### src/mem_pkg.sv
package mem_pkg;

    // address and data widths
    typedef logic [31:0] addr_t;
    typedef logic [31:0] word_t;
    typedef logic [7:0]  byte_t;

    // load and store operations, fetch uses OP_LW
    typedef enum logic [2:0] {
        OP_LB,
        OP_LH,
        OP_LW,
        OP_LBU,
        OP_LHU,
        OP_SB,
        OP_SH,
        OP_SW
    } mem_op_e;

    // store queue sizing
    localparam int SQ_DEPTH = 8;

    typedef logic [2:0] sq_idx_t;
    typedef logic [3:0] sq_count_t;

    // one below depth so a store pushed in the same cycle still fits
    localparam sq_count_t SQ_FULL_LEVEL = 4'd7;

    // job owner, used to route results back
    typedef enum logic [1:0] {
        JOB_FETCH,
        JOB_LOAD,
        JOB_STORE
    } job_kind_e;

    typedef enum logic {
        ARB_IDLE,
        ARB_BUSY
    } arb_state_e;

    typedef enum logic [1:0] {
        SEQ_IDLE,
        SEQ_RUN,
        SEQ_DRAIN
    } seq_state_e;

endpackage

### src/mem_job_if.sv
`timescale 1ns/100ps

interface mem_job_if import mem_pkg::*; ();

    // request side, start is a single-cycle pulse
    logic    start;
    mem_op_e op;
    addr_t   addr;
    word_t   wdata;

    // completion side
    logic    busy;
    logic    done;
    // already extended, valid with done on reads
    word_t   rdata;

    modport arbiter (
        output start,
        output op,
        output addr,
        output wdata,
        input  busy,
        input  done,
        input  rdata
    );

    modport sequencer (
        input  start,
        input  op,
        input  addr,
        input  wdata,
        output busy,
        output done,
        output rdata
    );

endinterface

### src/store_queue_if.sv
`timescale 1ns/100ps

interface store_queue_if import mem_pkg::*; ();

    // head entry of the queue
    logic    head_valid;
    addr_t   head_addr;
    word_t   head_data;
    mem_op_e head_op;

    // removes the head, only while head_valid
    logic    pop;

    modport queue (
        output head_valid,
        output head_addr,
        output head_data,
        output head_op,
        input  pop
    );

    modport arbiter (
        input  head_valid,
        input  head_addr,
        input  head_data,
        input  head_op,
        output pop
    );

endinterface

### src/access_arbiter.sv
`timescale 1ns/100ps

module access_arbiter import mem_pkg::*; (
    input  logic                  clk,
    input  logic                  rst_n,
    input  logic                  if_req,
    input  addr_t                 if_pc,
    input  logic                  ls_req,
    input  mem_op_e               ls_op,
    input  addr_t                 ls_addr,
    input  logic                  rollback,
    output logic                  if_valid,
    output word_t                 if_inst,
    output logic                  ls_valid,
    output word_t                 ls_value,
    store_queue_if.arbiter        sq,
    mem_job_if.arbiter            job
);

    arb_state_e state;
    job_kind_e  kind_q;

    // pending requests
    logic       fetch_pend;
    addr_t      fetch_pc;
    logic       load_pend;
    mem_op_e    load_op;
    addr_t      load_addr;

    // result of a read in flight is thrown away after rollback
    logic       drop_q;

    logic       start_q;
    logic       pop_q;
    mem_op_e    op_q;
    addr_t      addr_q;
    word_t      wdata_q;

    logic       can_issue;
    logic       pick_store;
    logic       pick_fetch;
    logic       pick_load;
    logic       keep_result;

    assign can_issue = (state == ARB_IDLE) && !job.busy;

    // stores first, then fetch, then load
    assign pick_store = can_issue && sq.head_valid;
    assign pick_fetch = can_issue && !sq.head_valid && fetch_pend && !rollback;
    assign pick_load  = can_issue && !sq.head_valid && !fetch_pend && load_pend && !rollback;

    assign keep_result = job.done && !drop_q && !rollback;

    always_ff @(posedge clk or negedge rst_n) begin
        if (!rst_n) begin
            fetch_pend <= 1'b0;
            load_pend  <= 1'b0;
        end else if (rollback) begin
            fetch_pend <= 1'b0;
            load_pend  <= 1'b0;
        end else begin
            if (if_req) begin
                fetch_pend <= 1'b1;
            end else if (pick_fetch) begin
                fetch_pend <= 1'b0;
            end
            if (ls_req) begin
                load_pend <= 1'b1;
            end else if (pick_load) begin
                load_pend <= 1'b0;
            end
        end
    end

    always_ff @(posedge clk or negedge rst_n) begin
        if (!rst_n) begin
            state    <= ARB_IDLE;
            kind_q   <= JOB_FETCH;
            drop_q   <= 1'b0;
            start_q  <= 1'b0;
            pop_q    <= 1'b0;
            if_valid <= 1'b0;
            ls_valid <= 1'b0;
        end else begin
            start_q  <= pick_store || pick_fetch || pick_load;
            pop_q    <= pick_store;
            if_valid <= keep_result && (kind_q == JOB_FETCH);
            ls_valid <= keep_result && (kind_q == JOB_LOAD);
            case (state)
                ARB_IDLE: begin
                    drop_q <= 1'b0;
                    if (pick_store) begin
                        state  <= ARB_BUSY;
                        kind_q <= JOB_STORE;
                    end else if (pick_fetch) begin
                        state  <= ARB_BUSY;
                        kind_q <= JOB_FETCH;
                    end else if (pick_load) begin
                        state  <= ARB_BUSY;
                        kind_q <= JOB_LOAD;
                    end
                end
                ARB_BUSY: begin
                    // a store always finishes, reads lose their result
                    if (rollback && kind_q != JOB_STORE) begin
                        drop_q <= 1'b1;
                    end
                    if (job.done) begin
                        state  <= ARB_IDLE;
                        drop_q <= 1'b0;
                    end
                end
            endcase
        end
    end

    always_ff @(posedge clk) begin
        if (if_req) begin
            fetch_pc <= if_pc;
        end
        if (ls_req) begin
            load_op   <= ls_op;
            load_addr <= ls_addr;
        end
        if (pick_store) begin
            op_q    <= sq.head_op;
            addr_q  <= sq.head_addr;
            wdata_q <= sq.head_data;
        end else if (pick_fetch) begin
            op_q   <= OP_LW;
            addr_q <= fetch_pc;
        end else if (pick_load) begin
            op_q   <= load_op;
            addr_q <= load_addr;
        end
        if (keep_result && kind_q == JOB_FETCH) begin
            if_inst <= job.rdata;
        end
        if (keep_result && kind_q == JOB_LOAD) begin
            ls_value <= job.rdata;
        end
    end

    assign job.start = start_q;
    assign job.op    = op_q;
    assign job.addr  = addr_q;
    assign job.wdata = wdata_q;
    assign sq.pop    = pop_q;

    // fetch unit waits for its result or a rollback
    a_single_fetch: assert property (
        @(posedge clk) disable iff (!rst_n)
        if_req |-> !fetch_pend
    );

endmodule

### src/byte_sequencer.sv
`timescale 1ns/100ps

module byte_sequencer import mem_pkg::*; (
    input  logic              clk,
    input  logic              rst_n,
    mem_job_if.sequencer      job,
    output logic              ram_wr,
    output addr_t             ram_addr,
    output byte_t             ram_wdata,
    input  byte_t             ram_rdata
);

    seq_state_e state;
    mem_op_e    op_q;
    addr_t      base_q;
    word_t      wdata_q;
    logic [1:0] last_idx;

    // next byte to put on the bus
    logic [1:0] issue_idx;

    // read return tracking
    logic       rd_issue;
    logic [1:0] rd_pipe;
    logic [1:0] cap_idx;
    word_t      rbuf;

    logic       done_q;
    word_t      rdata_ext;

    // index of the last byte, one less than the byte count
    function automatic logic [1:0] last_byte(input mem_op_e op);
        case (op)
            OP_LB, OP_LBU, OP_SB: last_byte = 2'd0;
            OP_LH, OP_LHU, OP_SH: last_byte = 2'd1;
            default:              last_byte = 2'd3;
        endcase
    endfunction

    function automatic logic is_store(input mem_op_e op);
        is_store = (op == OP_SB) || (op == OP_SH) || (op == OP_SW);
    endfunction

    always_ff @(posedge clk or negedge rst_n) begin
        if (!rst_n) begin
            state     <= SEQ_IDLE;
            ram_wr    <= 1'b0;
            ram_addr  <= '0;
            issue_idx <= '0;
            rd_issue  <= 1'b0;
            rd_pipe   <= '0;
            cap_idx   <= '0;
            done_q    <= 1'b0;
        end else begin
            done_q  <= 1'b0;
            // bytes come back two cycles after their address
            rd_pipe <= {rd_pipe[0], rd_issue};
            if (rd_pipe[1]) begin
                cap_idx <= cap_idx + 2'd1;
            end
            case (state)
                SEQ_IDLE: begin
                    ram_wr   <= 1'b0;
                    ram_addr <= '0;
                    rd_issue <= 1'b0;
                    if (job.start) begin
                        ram_addr  <= job.addr;
                        ram_wr    <= is_store(job.op);
                        rd_issue  <= !is_store(job.op);
                        issue_idx <= 2'd1;
                        cap_idx   <= '0;
                        if (last_byte(job.op) == 2'd0) begin
                            state <= SEQ_DRAIN;
                        end else begin
                            state <= SEQ_RUN;
                        end
                    end
                end
                SEQ_RUN: begin
                    ram_addr  <= base_q + addr_t'(issue_idx);
                    issue_idx <= issue_idx + 2'd1;
                    if (issue_idx == last_idx) begin
                        state <= SEQ_DRAIN;
                    end
                end
                SEQ_DRAIN: begin
                    ram_wr   <= 1'b0;
                    ram_addr <= '0;
                    rd_issue <= 1'b0;
                    // writes end right after the last byte
                    if (is_store(op_q)) begin
                        done_q <= 1'b1;
                        state  <= SEQ_IDLE;
                    end else if (rd_pipe[1] && cap_idx == last_idx) begin
                        done_q <= 1'b1;
                        state  <= SEQ_IDLE;
                    end
                end
                default: begin
                    state <= SEQ_IDLE;
                end
            endcase
        end
    end

    always_ff @(posedge clk) begin
        if (state == SEQ_IDLE && job.start) begin
            op_q      <= job.op;
            base_q    <= job.addr;
            wdata_q   <= job.wdata;
            last_idx  <= last_byte(job.op);
            ram_wdata <= job.wdata[7:0];
        end else if (state == SEQ_RUN) begin
            ram_wdata <= wdata_q[{issue_idx, 3'b000} +: 8];
        end
        if (rd_pipe[1]) begin
            rbuf[{cap_idx, 3'b000} +: 8] <= ram_rdata;
        end
    end

    // sign or zero extension of narrow loads
    always_comb begin
        case (op_q)
            OP_LB:   rdata_ext = {{24{rbuf[7]}}, rbuf[7:0]};
            OP_LBU:  rdata_ext = {24'd0, rbuf[7:0]};
            OP_LH:   rdata_ext = {{16{rbuf[15]}}, rbuf[15:0]};
            OP_LHU:  rdata_ext = {16'd0, rbuf[15:0]};
            default: rdata_ext = rbuf;
        endcase
    end

    assign job.busy  = (state != SEQ_IDLE);
    assign job.done  = done_q;
    assign job.rdata = rdata_ext;

    // arbiter must wait for the previous job
    a_start_when_idle: assert property (
        @(posedge clk) disable iff (!rst_n)
        job.start |-> !job.busy
    );

endmodule

### src/mem_ctrl.sv
`timescale 1ns/100ps

module mem_ctrl import mem_pkg::*; (
    input  logic    clk,
    input  logic    rst_n,
    // reorder buffer
    input  logic    rob_valid,
    input  mem_op_e rob_op,
    input  addr_t   rob_addr,
    input  word_t   rob_data,
    // instruction fetch
    input  logic    if_req,
    input  addr_t   if_pc,
    output logic    if_valid,
    output word_t   if_inst,
    // load unit
    input  logic    ls_req,
    input  mem_op_e ls_op,
    input  addr_t   ls_addr,
    output logic    ls_valid,
    output word_t   ls_value,
    output logic    sq_full,
    input  logic    rollback,
    // byte-wide ram
    output logic    ram_wr,
    output addr_t   ram_addr,
    output byte_t   ram_wdata,
    input  byte_t   ram_rdata
);

    store_queue_if sq_bus ();
    mem_job_if     job_bus ();

    store_queue u_store_queue (
        .clk       (clk),
        .rst_n     (rst_n),
        .push      (rob_valid),
        .push_op   (rob_op),
        .push_addr (rob_addr),
        .push_data (rob_data),
        .full      (sq_full),
        .sq        (sq_bus.queue)
    );

    access_arbiter u_access_arbiter (
        .clk      (clk),
        .rst_n    (rst_n),
        .if_req   (if_req),
        .if_pc    (if_pc),
        .ls_req   (ls_req),
        .ls_op    (ls_op),
        .ls_addr  (ls_addr),
        .rollback (rollback),
        .if_valid (if_valid),
        .if_inst  (if_inst),
        .ls_valid (ls_valid),
        .ls_value (ls_value),
        .sq       (sq_bus.arbiter),
        .job      (job_bus.arbiter)
    );

    byte_sequencer u_byte_sequencer (
        .clk       (clk),
        .rst_n     (rst_n),
        .job       (job_bus.sequencer),
        .ram_wr    (ram_wr),
        .ram_addr  (ram_addr),
        .ram_wdata (ram_wdata),
        .ram_rdata (ram_rdata)
    );

endmodule

### src/store_queue.sv
`timescale 1ns/100ps

module store_queue import mem_pkg::*; (
    input  logic          clk,
    input  logic          rst_n,
    input  logic          push,
    input  mem_op_e       push_op,
    input  addr_t         push_addr,
    input  word_t         push_data,
    output logic          full,
    store_queue_if.queue  sq
);

    // entry storage
    mem_op_e   op_mem   [SQ_DEPTH];
    addr_t     addr_mem [SQ_DEPTH];
    word_t     data_mem [SQ_DEPTH];

    sq_idx_t   head;
    sq_idx_t   tail;
    sq_count_t count;

    always_ff @(posedge clk or negedge rst_n) begin
        if (!rst_n) begin
            head  <= '0;
            tail  <= '0;
            count <= '0;
        end else begin
            if (push) begin
                tail <= tail + sq_idx_t'(1);
            end
            if (sq.pop) begin
                head <= head + sq_idx_t'(1);
            end
            // push and pop together keep the count
            case ({push, sq.pop})
                2'b10:   count <= count + sq_count_t'(1);
                2'b01:   count <= count - sq_count_t'(1);
                default: count <= count;
            endcase
        end
    end

    always_ff @(posedge clk) begin
        if (push) begin
            op_mem[tail]   <= push_op;
            addr_mem[tail] <= push_addr;
            data_mem[tail] <= push_data;
        end
    end

    assign sq.head_valid = (count != '0);
    assign sq.head_op    = op_mem[head];
    assign sq.head_addr  = addr_mem[head];
    assign sq.head_data  = data_mem[head];

    // level flag straight from occupancy
    assign full = (count >= SQ_FULL_LEVEL);

    // rob must honour full
    a_no_push_when_full: assert property (
        @(posedge clk) disable iff (!rst_n)
        push |-> (count != sq_count_t'(SQ_DEPTH))
    );

    // arbiter pops only a valid head
    a_no_pop_when_empty: assert property (
        @(posedge clk) disable iff (!rst_n)
        sq.pop |-> (count != '0)
    );

endmodule

### config.mk
export PLATFORM = sky130hd
export DESIGN_NAME = mem_ctrl
export DESIGN_NICKNAME = d
export VERILOG_FILES = /design/src/mem_pkg.sv /design/src/mem_job_if.sv /design/src/store_queue_if.sv /design/src/access_arbiter.sv /design/src/byte_sequencer.sv /design/src/mem_ctrl.sv /design/src/store_queue.sv
export SDC_FILE = /design/constraint.sdc
export NUM_CORES = 1
export LEC_CHECK = 0
export BUFFER_PORTS_ARGS = -buffer_cell sky130_fd_sc_hd__buf_2
export CORE_MARGIN = 3
export CORE_UTILIZATION = 40
export CTS_BUF_LIST = sky130_fd_sc_hd__clkbuf_4
export DETAILED_ROUTE_END_ITERATION = 16
export HOLD_SLACK_MARGIN = 0.12
export PLACE_DENSITY_LB_ADDON = 0.08
export RECOVER_POWER = 25
export SLEW_MARGIN = 20
export SYNTH_ARGS = -nofsm -noshare
export SYNTH_HDL_FRONTEND = slang
export SYNTH_SLANG_ARGS = --single-unit
### constraint.sdc
create_clock -name clk -period 10.6 [get_ports clk]
set_input_delay 0.53 -clock clk [delete_from_list [all_inputs] [get_ports clk]]
set_output_delay 0.53 -clock clk [all_outputs]
set_load 0.02 [all_outputs]
[After elaboration in Yosys (flattened, before gate mapping)]
Memories as Yosys holds them, arrays and structs flattened. A register that Yosys moved wholly into a read port is not among the register bits.
Cells that the tools add are included.
W data, S select, Z words.
Cells by class
  shift-type cells: 3
  $add $sub $neg: 8
  divide/modulo/power cells: 0
  reductions and logical operators: 47
  equal/unequal tests: 24
  multiplexer cells: 53
  bitwise gates (word level): 1
  $lt $le $gt $ge: 1
  multiply operators: 0
Operator list (count)
  $mux W32: 4
  $pmux W32 S4: 1
  $pmux W32 S3: 1
  $add A32 B2 Y32: 1
  $bwmux W32: 1
  $shift A8 B7 Y32 const A: 1
  $shiftx A32 B6 Y8: 1
  $shiftx A8 B7 Y32: 1
  $mux W2: 14
  $eq A3 B3 Y1 const B: 8
  $mux W1: 19
  $mux W8: 2
  $logic_and A1 B1 Y1: 15
  $reduce_bool A3 Y1: 4
  $reduce_bool A2 Y1: 5
  $mux W3: 3
  $pmux W1 S2: 4
  $pmux W2 S2: 2
  $pmux W4 S2: 1
  $neg A5 Y7: 1
  $add A3 B1 Y3 const B: 2
  $eq A2 B1 Y1 const B: 3
  $eq A3 B1 Y1 const B: 2
  $eq A3 B2 Y1 const B: 2
  other kinds (20): 39
Storage, ports and cells
  RAM bits: 536
  register bits after elaboration: 338
  bits in latches: 0
  logic and storage cells: 173
  output and inout bits: 108
  bits of input ports: 148
  ROM bits: 0
  memories kept: 3
Memory list
  u_store_queue.addr_mem: words 8, width 32, read ports 1, clocked after Yosys merged registers in 0, write ports 1, line store_queue.sv:16  | addr_t addr_mem [SQ_DEPTH];
  u_store_queue.data_mem: words 8, width 32, read ports 1, clocked after Yosys merged registers in 1, write ports 1, line store_queue.sv:17  | word_t data_mem [SQ_DEPTH];
  u_store_queue.op_mem: words 8, width 3, read ports 1, clocked after Yosys merged registers in 0, write ports 1, line store_queue.sv:15  | mem_op_e op_mem [SQ_DEPTH];

[Logic depth before layout (Yosys ltp)]
Gate-level depths: netlist (run 1).
  depth in word-level cells: 11
  mapped depth: 8
  gate-level depth less buffers: 8

[Modules after synthesis]
Synthesis (run 1) repeated with hierarchy kept, for this count alone.
Unflattened totals
  cell total of the unflattened synthesis: 1779
  area total of the unflattened synthesis: 35109.9 sq um
By module, submodules not included
  store_queue: times used 1, area each 20885.0 sq um, cells each 829, sequential area each 16345.7 sq um
  access_arbiter: times used 1, area each 7277.0 sq um, cells each 391, sequential area each 6195.9 sq um
  byte_sequencer: times used 1, area each 6947.9 sq um, cells each 559, sequential area each 4349.2 sq um

[Least setup slack after synthesis (run 1)]
Ideal clock, no wire load.
  path type: input to register
  from: in rob_valid
  to: mem u_store_queue.addr_mem[0][0] (netlist name) (enable)
  slack: 4.850 ns
  setup time: 0.574 ns
  arrival time: 5.176 ns
  cell stages on the path: 2
  cells stage by stage: nand2b_1 > nor3_1
Between the ends
  longest elaborated chain between the ends: 2
RTL lines
  start: declaration: line mem_ctrl.sv:7  | input logic rob_valid,
  $mux W1: line store_queue.sv:45  | if (push) begin
  $mux W1 (not written as such): line store_queue.sv:47  | addr_mem[tail] <= push_addr;
  end: declaration: line store_queue.sv:16
No other way between the ends.

[Final worst setup path (run 1)]
  from: reg u_store_queue.head[0]
  to: reg u_access_arbiter.addr_q[22] (netlist: u_access_arbiter.job.addr[22]), data pin
Between the ends
  longest elaborated chain between the ends: 2
RTL lines
  start: declaration: line store_queue.sv:19  | sq_idx_t head;
  start signal: assignment: line store_queue.sv:33  | head <= head + sq_idx_t'(1);
  $mem_v2 Z8 W32
  $mux W32: line access_arbiter.sv:125  | if (pick_store) begin
  end signal: assignment: line access_arbiter.sv:127  | addr_q <= sq.head_addr;
  end signal: assignment: line access_arbiter.sv:131  | addr_q <= fetch_pc;
  end signal: assignment: line access_arbiter.sv:134  | addr_q <= load_addr;
  end: declaration: line access_arbiter.sv:36  | addr_t addr_q;
No other way between the ends.
A chain may end at the register's enable or synchronous reset.

==> flow_metrics.tcl, run 1 <==
set metrics [dict create \
    num_vias 19100 \
    relSlewSlack -0.900 \
    layout.nets 2590 \
    crit_arrival_ns 3.95 \
    cts_buffers 232 \
    skew_ns 0.0860 \
    cts_max_path_buffers 3 \
    fmax_mhz 313 \
    yosysTopAreaCell "edfxtp_1" \
    synthTopCellsByCount "843 x edfxtp_1, 153 x nand2_1, 142 x mux4_2, 63 x dfrtp_1, 48 x clkbuf_1" \
    cap_violations 1 \
    multi_input_area_sq_um 7160 \
    synth-adder-area-share 0.00698 \
    wl_per_cell_um 22.8 \
    vias_per_cell 5.07 \
    yosysMostFrequentCell "edfxtp_1" \
    yosysTopAreaCellShare 0.735 \
    p_sw_mw 3.18 \
    die_w_um 299 \
    cts_root_buf "clkbuf_4" \
    violations "max-capacitance violations, max-slew violations" \
    dp_hpwl_mm 49.5 \
    status "finished, violations left" \
    drive_above_1_share 0.303 \
    leakagePower_nw 14.8 \
    hold_class "in2reg" \
    drt_pass1_iterations 5 \
    synth_area_leaders "edfxtp_1 74%, mux4_2 9.3%, dfrtp_1 4.6%" \
    core-area_sq_um 84500 \
    timing.critical_path.fanout_max 77 \
    synthCells 1751 \
    period_minus_slack_ns 3.20 \
    p_per_area_nw_per_um2 246 \
    crit_required_ns 11.35 \
    muxShareOfSynthArea 0.109 \
    synth_top_family_by_area "multiplexers" \
    pin_count 256 \
    wirelength_mm 86.0 \
    gp_congestion 0.760 \
    syn_to_final_growth_pct 23.1 \
    grt_setup_unrepaired "no" \
    regArea_sq_um 26900 \
    start_kind "register" \
    start_util 0.408 \
    cts_tree "done" \
    synth_simple_gate_area_share 0.0480 \
    yosys_most_used_dff "edfxtp_1" \
    drc_errors 0 \
    antenna_found_initial 17 \
    postLayoutCellArea_sq_um 42400 \
    die_h_um 299 \
    first_iter_violations 1317 \
    yosys.cell_types.count 53 \
    pwr-share-clk 0.280 \
    clk_pin_slew_ns 0.06 \
    yosys_warnings 0 \
    p_int_mw 7.24 \
    overflow 0 \
    synth-edff-count 843 \
    final_max_slew_viol_count 37 \
    worst_pin_slew_ns 2.85 \
    pwr-share-seq 0.488 \
    finalSetupViolations 0 \
    setup_tns_ns 0 \
    grt_first_pass_wirelength_mm 128 \
    place_area_sq_um 37100 \
    ys_ff_latch 906 \
    track_usage 0.194 \
    comb_power_share 0.232 \
    io_buffers 255 \
    cts_sinks 906 \
    finalHoldViolCount 0 \
    ys_async_sr_fraction 0.0695 \
    worstSetupPathType "reg2reg" \
    postRouteAntennaNets 0 \
    syn_area_per_cell_sq_um 19.7 \
    synth_compound_area_frac 0.0307 \
    post_cts_buffers 0 \
    fillers 7190 \
    synth_seq_area_share 0.781 \
    synth_xor_area_frac 0.0112 \
    insertion_delay_ns 1.12 \
    vdd_drop_max_v 0.000161 \
    grt_pass1_vias 20000 \
    rows 106 \
    cts_max_level 4 \
    post-route-period-util 0.302 \
    netlist_area_sq_um 34400 \
    p_sw_frac 0.305 \
    grt_max_degree 109 \
    cp-end-kind "register" \
    die_area_sq_um 89700 \
    synth_nets 1917 \
]
kinds of logic after synthesis:
| group | count (synthesis) |
|---|---|
| multiplexers | 191 |
| AO/OA/AOI/OAI | 165 |
| adder cells (fa/ha/maj) | 18 |
| AND/OR/NAND/NOR | 324 |
| XOR/XNOR | 44 |
| buffers and inverters | 103 |
| flip-flops | 906 |
placed cells by master, fill, tap and decap left out, drive strengths merged, types with 7 or more instances in the layout:
master and count:
nand2 153, diode 18, nor3 9, dfrtp 63
xor2 28, ha 16, mux4 142, mux2 42
mux2i 7, buf 224, xnor2 16, nand2b 8
nor2b 36, a22oi 9, nand4 7, a211oi 32
a21oi 33, inv 31, and2 39, a31oi 33
edfxtp 843, nor2 20, nand3 23, o21ai 34
dlygate4sd3 237, and3 11, clkbuf 393, clkinv 77
o221ai 12
timing repair:
action,4_1_cts,5_1_grt
gates resized for setup,0,0
hold buffers,237,0
endpoints found under the hold margin,769,0
power groups by stage:
stage	Clock (mW)	Combinational, mW	Sequential, mW
final	2.92	2.42	5.09
after global routing	3.23	2.65	5.16
after CTS	3.02	2.48	5.10
after detailed placement	0	2.40	5.17
after global placement	0	2.39	5.16
after floorplan	0	1.68	5.02
metrics by stage:
stage                     total power, mW  utilization  cells  setup slack, ns  hold WS [ns]
after detailed placement             7.58        0.439   3086             7.35         0.336
after global placement               7.55        0.439   3086             7.38         0.340
after global routing                 11.0        0.502   3759             7.05         0.163
after floorplan                      6.70            -   1751             4.85         0.234
after CTS                            10.6        0.502   3747             7.32         0.125
final                                10.4        0.502   3766             7.40         0.293
worst max-delay path: stages (launching register included):
cell	delay, ns
dfrtp_4	0.83
buf_12	0.34
buf_16	0.50
mux4_2	0.59
nor2b_1	0.14
a211oi_1	0.29
a31oi_1	0.07
sequential cells by signal, summed over array words and instances, names as in the netlist, 3 cells and up:
name / cells
u_byte_sequencer.base_q: 32
u_access_arbiter.load_op: 3
u_store_queue.count: 4
u_access_arbiter.job.op: 3
u_byte_sequencer.wdata_q: 32
u_access_arbiter.fetch_pc: 32
u_access_arbiter.job.addr: 32
u_store_queue.op_mem: 24
u_store_queue.data_mem: 256
u_byte_sequencer.rbuf: 32
u_byte_sequencer.op_q: 3
u_byte_sequencer.ram_wdata: 8
u_byte_sequencer.ram_addr: 32
u_store_queue.addr_mem: 256
u_access_arbiter.job.wdata: 32
u_access_arbiter.load_addr: 32
u_store_queue.head: 3
u_store_queue.tail: 3
u_access_arbiter.if_inst: 32
u_access_arbiter.ls_value: 32
area by class of cell:
| class | instances | area share |
|---|---|---|
| Antenna cell | 18 | 0.00106 |
| Clock buffer | 334 | 0.0592 |
| Clock inverter | 90 | 0.0106 |
| Inverter | 22 | 0.00195 |
| Multi-Input combinational cell | 742 | 0.169 |
| Sequential cell | 906 | 0.635 |
| Tap cell | 1134 | 0.0335 |
| Timing Repair Buffer | 520 | 0.0901 |
layer usage:
metal  vias up  global-route usage  routed length [um]  part of all wire
met2       642               0.301               40800              0.47
met1      9773               0.264               37600              0.44
met3       137              0.0569                6020             0.070
li1       8529                   -                   -                 -
met4         6              0.0636                1570             0.018
met5         -                   0                  36           0.00042
final timing paths:
check	from	end	slack, ns	cells past startpoint
worst max-delay path	u_store_queue.head[0]	u_access_arbiter.job.addr[22]	7.40	6
worst min register to register	u_access_arbiter.job.wdata[14]	u_byte_sequencer.wdata_q[14]	0.38	0
min in group asynchronous	rst_n	u_store_queue.count[3]	0.78	4
worst max register to register	u_store_queue.head[0]	u_access_arbiter.job.addr[22]	7.40	6
max in group asynchronous	rst_n	u_store_queue.head[1]	9.13	4
worst min-delay path	ls_addr[20]	u_access_arbiter.load_addr[20]	0.29	2
(Power assumes the default switching activity.)
==> run 2, diff against run 1 <==
==> constraint.sdc (replaced) <==
create_clock -name clk -period 2.9 [get_ports clk]
set_input_delay 0.145 -clock clk [delete_from_list [all_inputs] [get_ports clk]]
set_output_delay 0.145 -clock clk [all_outputs]
set_load 0.02 [all_outputs]
==> run 2 against run 1 <==
  * The flow now finishes without violations
  * Critical path depth grew 1
  * Total power increased to 3.7 times the previous value
  * Final cell count is 1.2% higher
  * Clock power increased to 3.6 times the previous value
  * Largest power group unchanged
==> flow_metrics.tcl, run 2 (synthesis results as in run 1) <==
set metrics [dict create \
    worst_pin_slew_ns 1.13 \
    p_sw_mw 11.7 \
    crit_top_cell "inv_1" \
    cts_max_level 4 \
    finalHoldViolCount 0 \
    vias_per_cell 5.05 \
    path_buf_inv 3 \
    cts_tree "done" \
    die_h_um 299 \
    first_iter_violations 1395 \
    grt_first_pass_wirelength_mm 131 \
    p_int_mw 27.0 \
    drive_above_1_share 0.324 \
    grt_max_degree 77 \
    timing.critical_path.fanout_max 66 \
    critPathMaxStageDelay_ns 0.64 \
    pin_count 256 \
    track_usage 0.195 \
    pwr-share-seq 0.472 \
    postRouteAntennaNets 0 \
    relSlewSlack 0.245 \
    final_max_slew_viol_count 0 \
    wl_per_cell_um 22.6 \
    multi_input_area_sq_um 7190 \
    start_util 0.408 \
    cts_max_path_buffers 3 \
    fillers 7051 \
    finish.utilization 0.514 \
    antenna_found_initial 12 \
    place_area_sq_um 37600 \
    grt_setup_unrepaired "no" \
    insertion_delay_ns 1.08 \
    cp-end-kind "register" \
    cts_root_buf "clkbuf_4" \
    r2r_slack_ns 0.30 \
    critPathSlowestCell "or3_2" \
    final_cell_mix "843 x edfxtp_1, 340 x clkbuf_4, 294 x dlygate4sd3_1, 233 x buf_2, 153 x nand2_1" \
    worstSetupPathType "reg2reg" \
    grt_pass1_vias 20700 \
    pwr-share-clk 0.272 \
    rows 106 \
    cp_top_family "simple AND/OR/NAND/NOR gates" \
    skew_ns 0.0637 \
    overflow 0 \
    drt_pass1_iterations 5 \
    num_vias 19200 \
    cts.repair.resized 0 \
    reg_top3 "u_store_queue.addr_mem x256, u_store_queue.data_mem x256" \
    hold_class "in2reg" \
    cts_sinks 906 \
    cts_buffers 229 \
    crit_required_ns 3.69 \
    comb_power_share 0.255 \
    layout_commonest_cell "edfxtp_1" \
    status "complete, no violations" \
    gp_congestion 0.818 \
    clk_pin_slew_ns 0.07 \
    core-area_sq_um 84500 \
    layout.nets 2668 \
    post-route-period-util 0.896 \
    leakagePower_nw 15.3 \
    syn_to_final_growth_pct 26.1 \
    dp_hpwl_mm 52.0 \
    drc_errors 0 \
    crit_chain "inv_1, ha_1, inv_1, or3_2, buf_12, a211oi_1, a31oi_1" \
    postLayoutCellArea_sq_um 43400 \
    finalSetupViolations 0 \
    die_area_sq_um 89700 \
    regArea_sq_um 26900 \
    p_sw_frac 0.303 \
    p_per_area_nw_per_um2 892 \
    io_buffers 255 \
    crit_arrival_ns 3.39 \
    cap_violations 0 \
    fmax_mhz 385 \
    start_kind "register" \
    period_minus_slack_ns 2.60 \
    vdd_drop_max_v 0.000816 \
    die_w_um 299 \
    wirelength_mm 86.3 \
]
## run 2: tightest hold or removal path, stage by stage
cell and delay [ns]:
dlygate4sd3_1 0.56, buf_2 0.27, o31ai_4 0.17
## run 2: area by class of cell
type,count,area share
antenna,17,0.000980
clock buffer,340,0.0588
clock inverter,49,0.00683
inverter,22,0.00199
multi-input combinational,742,0.166
sequential,906,0.619
tap,1134,0.0327
timing repair buffer,601,0.114
## run 2: layer usage
metal  GRT usage  wire, um  share of wire  up-vias
li1            -         -              -     8669
met1       0.265     37700           0.44     9756
met2       0.310     41400           0.48      645
met3      0.0477      5100          0.059      171
met4      0.0685      2070          0.024        4
met5           0        23        0.00027        -
## run 2: what timing repair did
action	in CTS	in global routing
hold buffers	295	0
endpoints found under the hold margin	1451	0
buffers inserted	0	0
## run 2: power groups by stage
stage / Combinational, mW / Clock (mW) / Sequential, mW
after floorplan: 6.17 / 0 / 18.3
after global placement: 9.75 / 0 / 18.5
after detailed placement: 9.81 / 0 / 18.6
after CTS: 10.2 / 11.0 / 18.3
after global routing: 10.8 / 11.7 / 18.5
final: 9.90 / 10.6 / 18.3
## run 2: worst paths after layout
path | end | depth (start not counted) | startpoint
hold reg to reg | u_byte_sequencer.rd_pipe[1] | 0 | u_byte_sequencer.rd_pipe[0]
setup / recovery | u_access_arbiter.job.addr[19] | 7 | u_byte_sequencer.state[1]
min in group asynchronous | u_byte_sequencer.job.done | 5 | rst_n
setup reg to reg | u_access_arbiter.job.addr[19] | 7 | u_byte_sequencer.state[1]
hold / removal | u_access_arbiter.job.op[0] | 3 | rollback
max in group asynchronous | u_byte_sequencer.ram_addr[26] | 5 | rst_n
## run 2: stage by stage
stage | cells | TNS, ns | power [mW] | hold slack, ns | setup WS [ns]
finish | 3811 | 0 | 38.7 | 0.302 | 0.301
global route | 3808 | 0 | 41.0 | 0.189 | 0.201
CTS | 3794 | 0 | 39.5 | 0.123 | 0.310
detailed placement | 3110 | 0 | 28.4 | 0.323 | 0.317
global placement | 3110 | 0 | 28.3 | 0.323 | 0.492
floorplan | 1751 | -286.53 | 24.5 | -0.151 | -1.08
